==> config.mk <==
export PLATFORM = sky130hd
export DESIGN_NAME = commit_top
export DESIGN_NICKNAME = d
export VERILOG_FILES = /design/src/verilog/retire_pkg.sv /design/src/verilog/commit_pkg.sv /design/src/verilog/commit_top.sv /design/src/verilog/commit_retire.sv /design/src/verilog/commit_buf.sv /design/src/verilog/commit_arb.sv
export VERILOG_INCLUDE_DIRS = /design/src /design/src/include
export SDC_FILE = /design/constraint.sdc
export NUM_CORES = 1
export LEC_CHECK = 0
export BUFFER_PORTS_ARGS = -buffer_cell sky130_fd_sc_hd__buf_2
export CAP_MARGIN = 20
export CORE_AREA = 2 2 298 300
export DETAILED_ROUTE_END_ITERATION = 6
export DIE_AREA = 0 0 300 302
export GPL_ROUTABILITY_DRIVEN = 0
export PLACE_DENSITY = 0.49
export SLEW_MARGIN = 20
export SYNTH_ARGS = -nofsm -noshare
export SYNTH_HDL_FRONTEND = slang
export SYNTH_SLANG_ARGS = --single-unit
==> constraint.sdc <==
create_clock -name clk -period 31.4 [get_ports clk]
set_clock_uncertainty 0.05 [all_clocks]
set_input_delay 1.57 -clock clk [delete_from_list [all_inputs] [get_ports clk]]
set_output_delay 1.57 -clock clk [all_outputs]
set_load 0.01 [all_outputs]
==> src/include/gpu_defs.svh <==
/* core dimension macros for the commit stage:
   warp and thread counts, field widths and number of commit sources */
`ifndef GPU_DEFS_SVH
`define GPU_DEFS_SVH

// threads per warp, also the tmask width
`define NUM_THREADS 4

// width of one thread result
`define XLEN 32

// warps and warp id width
`define NUM_WARPS 4
`define NW_WIDTH 2

// register index width
`define NR_BITS 5

// instruction tag width
`define UUID_WIDTH 8

// instret counter width
`define PERF_CTR_BITS 16

// alu, lsu and sfu
`define NUM_EX_UNITS 3

`endif
==> src/verilog/retire_pkg.sv <==
/* retire side types: instret counter and
   warp scheduler commit notification */
`include "gpu_defs.svh"

package retire_pkg;

    // retired thread-instruction count
    typedef logic [`PERF_CTR_BITS-1:0] instret_t;

    // last micro-op of a warp instruction has committed
    typedef struct packed {
        logic                   committed;
        logic [`NW_WIDTH-1:0]   committed_wid;
    } commit_sched_t;

endpackage

==> src/verilog/commit_pkg.sv <==
/* commit record from the execution units and
   writeback record toward the register file */
`include "gpu_defs.svh"

package commit_pkg;

    // finished result presented by an execution unit
    typedef struct packed {
        logic [`UUID_WIDTH-1:0]                 uuid;
        logic [`NW_WIDTH-1:0]                   wid;
        logic [`XLEN-1:0]                       PC;
        logic [`NUM_THREADS-1:0]                tmask;
        logic                                   wb;
        logic [`NR_BITS-1:0]                    rd;
        logic [`NUM_THREADS-1:0][`XLEN-1:0]     data;
        logic                                   sop;
        logic                                   eop;
    } commit_data_t;

    // register file write, no wb flag since it is always a write
    typedef struct packed {
        logic [`UUID_WIDTH-1:0]                 uuid;
        logic [`NW_WIDTH-1:0]                   wid;
        logic [`XLEN-1:0]                       PC;
        logic [`NUM_THREADS-1:0]                tmask;
        logic [`NR_BITS-1:0]                    rd;
        logic [`NUM_THREADS-1:0][`XLEN-1:0]     data;
        logic                                   sop;
        logic                                   eop;
    } writeback_t;

endpackage

==> src/verilog/commit_top.sv <==
/* commit stage top: arbiter, elastic buffer and retire block */
`timescale 1ns/100ps

module commit_top (
    input  logic                        clk,
    input  logic                        reset,
    input  logic                        alu_valid,
    input  commit_pkg::commit_data_t    alu_data,
    output logic                        alu_ready,
    input  logic                        lsu_valid,
    input  commit_pkg::commit_data_t    lsu_data,
    output logic                        lsu_ready,
    input  logic                        sfu_valid,
    input  commit_pkg::commit_data_t    sfu_data,
    output logic                        sfu_ready,
    output logic                        wb_valid,
    output commit_pkg::writeback_t      wb_data,
    input  logic                        wb_ready,
    output retire_pkg::instret_t        instret,
    output retire_pkg::commit_sched_t   sched
);
    import commit_pkg::*;

    logic         arb_valid;
    logic         arb_ready;
    commit_data_t arb_data;
    logic         buf_valid;
    logic         buf_ready;
    commit_data_t buf_data;

    commit_arb u_arb (
        .clk       (clk),
        .reset     (reset),
        .alu_valid (alu_valid),
        .alu_data  (alu_data),
        .alu_ready (alu_ready),
        .lsu_valid (lsu_valid),
        .lsu_data  (lsu_data),
        .lsu_ready (lsu_ready),
        .sfu_valid (sfu_valid),
        .sfu_data  (sfu_data),
        .sfu_ready (sfu_ready),
        .out_valid (arb_valid),
        .out_data  (arb_data),
        .out_ready (arb_ready)
    );

    // registers the arbiter choice
    commit_buf u_buf (
        .clk       (clk),
        .reset     (reset),
        .in_valid  (arb_valid),
        .in_data   (arb_data),
        .in_ready  (arb_ready),
        .out_valid (buf_valid),
        .out_data  (buf_data),
        .out_ready (buf_ready)
    );

    commit_retire u_retire (
        .clk      (clk),
        .reset    (reset),
        .in_valid (buf_valid),
        .in_data  (buf_data),
        .in_ready (buf_ready),
        .wb_valid (wb_valid),
        .wb_data  (wb_data),
        .wb_ready (wb_ready),
        .instret  (instret),
        .sched    (sched)
    );

endmodule

==> src/verilog/commit_retire.sv <==
/* writeback forwarding, two-stage instret pipeline
   and eop commit notification for the warp scheduler */
`timescale 1ns/100ps
`include "gpu_defs.svh"

module commit_retire (
    input  logic                        clk,
    input  logic                        reset,
    input  logic                        in_valid,
    input  commit_pkg::commit_data_t    in_data,
    output logic                        in_ready,
    output logic                        wb_valid,
    output commit_pkg::writeback_t      wb_data,
    input  logic                        wb_ready,
    output retire_pkg::instret_t        instret,
    output retire_pkg::commit_sched_t   sched
);
    localparam int CNT_W = $clog2(`NUM_THREADS + 1);

    logic             fire;
    logic [CNT_W-1:0] size;
    logic             fire_r;
    logic             fire_rr;
    logic [CNT_W-1:0] size_r;
    logic [CNT_W-1:0] size_rr;

    // records without a register write never wait on the port
    assign in_ready = wb_ready || !in_data.wb;
    assign fire     = in_valid && in_ready;

    assign wb_valid = in_valid && in_data.wb;
    assign wb_data  = '{
        uuid:  in_data.uuid,
        wid:   in_data.wid,
        PC:    in_data.PC,
        tmask: in_data.tmask,
        rd:    in_data.rd,
        data:  in_data.data,
        sop:   in_data.sop,
        eop:   in_data.eop
    };

    // active threads of the head record
    always_comb begin
        size = '0;
        for (int t = 0; t < `NUM_THREADS; t++) begin
            size = size + CNT_W'(in_data.tmask[t]);
        end
    end

    always_ff @(posedge clk) begin
        if (reset) begin
            fire_r  <= 1'b0;
            fire_rr <= 1'b0;
        end else begin
            fire_r  <= fire;
            fire_rr <= fire_r;
        end
    end

    always_ff @(posedge clk) begin
        size_r  <= size;
        size_rr <= size_r;
    end

    always_ff @(posedge clk) begin
        if (reset) begin
            instret <= '0;
        end else if (fire_rr) begin
            instret <= instret + `PERF_CTR_BITS'(size_rr);
        end
    end

    // one-cycle pulse the cycle after the eop fire
    always_ff @(posedge clk) begin
        if (reset) begin
            sched.committed <= 1'b0;
        end else begin
            sched.committed <= fire && in_data.eop;
        end
        sched.committed_wid <= in_data.wid;
    end

    a_wb_only_writes: assert property (@(posedge clk) disable iff (reset)
        $rose(wb_valid) |-> in_data.wb);

endmodule

==> src/verilog/commit_buf.sv <==
/* two-entry valid/ready skid buffer for commit records */
`timescale 1ns/100ps

module commit_buf (
    input  logic                    clk,
    input  logic                    reset,
    input  logic                    in_valid,
    input  commit_pkg::commit_data_t in_data,
    output logic                    in_ready,
    output logic                    out_valid,
    output commit_pkg::commit_data_t out_data,
    input  logic                    out_ready
);
    import commit_pkg::*;

    logic         main_valid;
    logic         spare_valid;
    commit_data_t main_data;
    commit_data_t spare_data;
    logic         push;
    logic         load_main;

    // ready only depends on registered state
    assign in_ready  = !spare_valid;
    assign push      = in_valid && in_ready;
    // main slot empty or being drained this cycle
    assign load_main = !main_valid || out_ready;

    always_ff @(posedge clk) begin
        if (reset) begin
            main_valid  <= 1'b0;
            spare_valid <= 1'b0;
        end else if (load_main) begin
            main_valid  <= spare_valid || push;
            spare_valid <= 1'b0;
        end else if (push) begin
            spare_valid <= 1'b1;
        end
    end

    always_ff @(posedge clk) begin
        if (load_main) begin
            main_data <= spare_valid ? spare_data : in_data;
        end
        // stalled output, park the new record
        if (!load_main && push) begin
            spare_data <= in_data;
        end
    end

    assign out_valid = main_valid;
    assign out_data  = main_data;

    a_hold_stable: assert property (@(posedge clk) disable iff (reset)
        out_valid && !out_ready |=> out_valid && $stable(out_data));

    a_no_push_full: assert property (@(posedge clk) disable iff (reset)
        main_valid && spare_valid |-> !(in_valid && in_ready));

endmodule

==> src/verilog/commit_arb.sv <==
/* round-robin arbiter over the alu, lsu and sfu commit streams */
`timescale 1ns/100ps
`include "gpu_defs.svh"

module commit_arb (
    input  logic                    clk,
    input  logic                    reset,
    input  logic                    alu_valid,
    input  commit_pkg::commit_data_t alu_data,
    output logic                    alu_ready,
    input  logic                    lsu_valid,
    input  commit_pkg::commit_data_t lsu_data,
    output logic                    lsu_ready,
    input  logic                    sfu_valid,
    input  commit_pkg::commit_data_t sfu_data,
    output logic                    sfu_ready,
    output logic                    out_valid,
    output commit_pkg::commit_data_t out_data,
    input  logic                    out_ready
);
    import commit_pkg::*;

    localparam int NUM_SRC = `NUM_EX_UNITS;
    localparam int PTR_W   = $clog2(NUM_SRC);

    logic [NUM_SRC-1:0] src_valid;
    commit_data_t       src_data [NUM_SRC];
    logic [NUM_SRC-1:0] grant;
    logic [PTR_W-1:0]   grant_idx;
    logic [PTR_W-1:0]   ptr;

    // source 0 is alu, then lsu, then sfu
    assign src_valid   = {sfu_valid, lsu_valid, alu_valid};
    assign src_data[0] = alu_data;
    assign src_data[1] = lsu_data;
    assign src_data[2] = sfu_data;

    // first valid source at or after the pointer
    always_comb begin
        int unsigned idx;
        logic        found;
        grant     = '0;
        grant_idx = ptr;
        found     = 1'b0;
        for (int k = 0; k < NUM_SRC; k++) begin
            idx = int'(ptr) + k;
            if (idx >= NUM_SRC) begin
                idx = idx - NUM_SRC;
            end
            if (!found && src_valid[idx]) begin
                found      = 1'b1;
                grant[idx] = 1'b1;
                grant_idx  = PTR_W'(idx);
            end
        end
    end

    assign out_valid = |src_valid;
    assign out_data  = src_data[grant_idx];

    assign alu_ready = out_ready && grant[0];
    assign lsu_ready = out_ready && grant[1];
    assign sfu_ready = out_ready && grant[2];

    // rotate past the winner after each transfer
    always_ff @(posedge clk) begin
        if (reset) begin
            ptr <= '0;
        end else if (out_valid && out_ready) begin
            ptr <= (grant_idx == PTR_W'(NUM_SRC - 1)) ? '0 : grant_idx + 1'b1;
        end
    end

    a_single_ready: assert property (@(posedge clk) disable iff (reset)
        $onehot0({alu_ready, lsu_ready, sfu_ready}));

endmodule

==> impl_metrics.ini <==
[synth]
synth_area_sq_mm = 0.0205
ys.flop_type = edfxtp_1
yosysMostFrequentCell = edfxtp_1
synth.distinct_cells = 47
synth.cells.most_frequent = edfxtp_1, buf_4, nand2_1
yosysTopAreaCell = edfxtp_1
avgSynthCellArea_sq_um = 11.7
synth.area.top_cells = edfxtp_1, mux2i_1, buf_4
synthArstFlopShare_pct = 0
synth_fp_nets = 2322
synthCells = 1759
synth_seq_area_share_pct = 56.3
ys_warn_count = 0
synth_edf_count = 364
synth_top_area_share_pct = 53.3
synth_seq_cells = 395

[hold_path]
hold_class = register to register

[clocking]
post_cts_buffers = 0
cts_buffers = 47
cts_hold_buffers = 0
cts_sinks = 395
clock_path_buffers = 3
root_buffer = clkbuf_16
insertion_delay_ns = 0.57
cts_tree = built
post_cts_resize_count = 0
htreeDepth = 2
path_clk_slew_ns = 0.06

[floorplanning]
rows = 109
coreArea_sq_mm = 0.0876
initial_core_util_pct = 23.4
die-width_microns = 300
die_h_microns = 302
dieArea_sq_mm = 0.0906
io_pins = 756

[critical_path]
reg2reg_slack_ns = 26.56
startpoint = alu_valid
start_kind = primary input
r2r_cells = 10
timing.rr.end = u_buf.out_data[6]$_DFFE_PP_
worstPathArrival_ns = 5.37
crit_end = u_buf.out_data[6]$_DFFE_PP_
worst_setup_path_end_kind = register
critPathRequiredTime_ns = 31.73
rr_startpoint = u_arb.ptr[0]$_SDFFE_PP0P_
crit_fanout = 92
crit_type = primary input to register

[drt]
detail_route.vias_per_cell = 4.62
ant_nets = 0
dr.pass1.iters = 5
dr_wl_met2_mm = 33.3
drcViolationCount = 0
wirelength_mm = 66.1
wl_met3_mm = 3.86
wl_met1_mm = 27.0
route.top_layer_used = met5
wl_per_cell_microns = 19.1
vias = 16039
drt_iter0_drc = 1278

[timing]
fin_crit_sh_pct = 16.0
drv_slew = 0
hold_viol = 0
rsz0062_at_grt = false
post-route-min-period_ns = 5.03
max_freq_mhz = 199
tns_ns = 0
max_slew_margin_pct = 29.9
holdWs_ns = 0.271
tightest_slew_ns = 1.05
finalSetupViolations = 0

[power_and_ir_drop]
max-vdd-ir-drop_mv = 0.0671
power-per-cell-area_mw_per_mm2 = 109
leakage_nw = 9.95

[finish]
layout.nets = 2825
syn_to_final_growth_pct = 23.8
final_util_pct = 29.0
final_area_sq_mm = 0.0254
final_cells = 3470
drive_gt1_share_pct = 37.3

[run_status]
status = finished clean

[grt]
grtUsageTotal_pct = 13.7
grt_max_degree = 107
grt_antenna_before_repair = 11
grt_pass1_wl_mm = 96.8
overflow = 0
grt_pass1_vias = 15926

[run]
maxCapViolCount = 0

[placement]
post_dp_cell_area_sq_mm = 0.0238
placed_cells = 3378
dp_hpwl_mm = 47.0
portBuffers = 755
per-stage QoR:
stage | power (mW) | setup slack, ns
2_1_floorplan | 2.02 | 14.17
3_3_place_gp | 2.22 | 25.98
3_5_place_dp | 2.26 | 25.83
4_1_cts | 2.82 | 26.44
5_1_grt | 2.96 | 26.09
6_report | 2.78 | 26.37
power breakdown:
group	switching (mW)	total (mW)	internal (mW)
Sequential	0.0597	0.946	0.886
Clock	0.222	0.551	0.329
Combinational	0.804	1.28	0.477
Total	1.09	2.78	1.69
metal layers:
| metal | global-route usage (%) | up-vias |
|---|---|---|
| met5 | 0 | - |
| met3 | 2.38 | 98 |
| met4 | 4.83 | 8 |
| met2 | 23.6 | 576 |
| met1 | 17.2 | 7765 |
| li1 | - | 7592 |
cells in the final DEF (no fill, tap or decap), types with 10 or more instances in the layout:
cell type and instances:
nor2_1 24, buf_2 755, mux2i_1 187, edfxtp_1 364, o21ai_0 185, buf_4 25
dfxtp_1 30, clkbuf_16 49, nand2_1 195, clkbuf_1 10, o221ai_1 183, nand3_1 184
sequential cells by signal, summed over array words and instances, names as in the netlist:
register / flops
u_retire.sched: 3
u_arb.ptr: 2
u_buf.spare_valid: 1
u_retire.size_rr: 3
u_buf.out_valid: 1
u_retire.size_r: 3
u_buf.spare_data: 182
u_retire.fire_rr: 1
u_retire.instret: 16
u_retire.fire_r: 1
u_buf.out_data: 182
layout make-up:
cell class / instances / area [sq um]
Clock inverter: 25 / 244
Fill cell: 9198 / 62200
Sequential cell: 395 / 11600
Clock buffer: 61 / 1290
Inverter: 2 / 7.51
Multi-Input combinational cell: 1036 / 6850
Timing Repair Buffer: 780 / 3970
Tap cell: 1165 / 1460
Antenna cell: 6 / 15.0
kinds of logic (layout without fill, tap and decap cells):
family | after synthesis | in the layout | synth area share (%)
AO/OA/AOI/OAI | 390 | 390 | 13.1
XOR/XNOR | 12 | 12 | 0.513
adder cells (fa/ha/maj) | 11 | 11 | 0.744
buffers and inverters | 328 | 868 | 10.5
flip-flops | 395 | 395 | 56.3
multiplexers | 188 | 188 | 9.20
other | 0 | 6 | 0
AND/OR/NAND/NOR | 435 | 435 | 9.56
worst max-delay path: stages:
cell      delay [ns]
buf_2           0.14
mux2i_2         0.27
o21ai_2         0.17
or3_4           0.42
a31oi_4         0.65
buf_4           0.79
buf_4           0.72
nand3_1         0.23
o221ai_1        0.25
worst min path at each step:
stage | startpoint | end | slack (ns) | depth (start not counted)
global route | u_retire.size_r[1]$_DFF_P_ | u_retire.size_rr[1]$_DFF_P_ | 0.28 | 0
finish | u_retire.size_r[1]$_DFF_P_ | u_retire.size_rr[1]$_DFF_P_ | 0.27 | 0
floorplan | u_retire.size_r[0]$_DFF_P_ | u_retire.size_rr[0]$_DFF_P_ | 0.26 | 0
global placement | u_retire.size_r[2]$_DFF_P_ | u_retire.size_rr[2]$_DFF_P_ | 0.26 | 0
detailed placement | u_retire.size_r[2]$_DFF_P_ | u_retire.size_rr[2]$_DFF_P_ | 0.26 | 0
CTS | u_retire.size_r[1]$_DFF_P_ | u_retire.size_rr[1]$_DFF_P_ | 0.27 | 0
No activity file was read; power rests on OpenSTA's default activity.
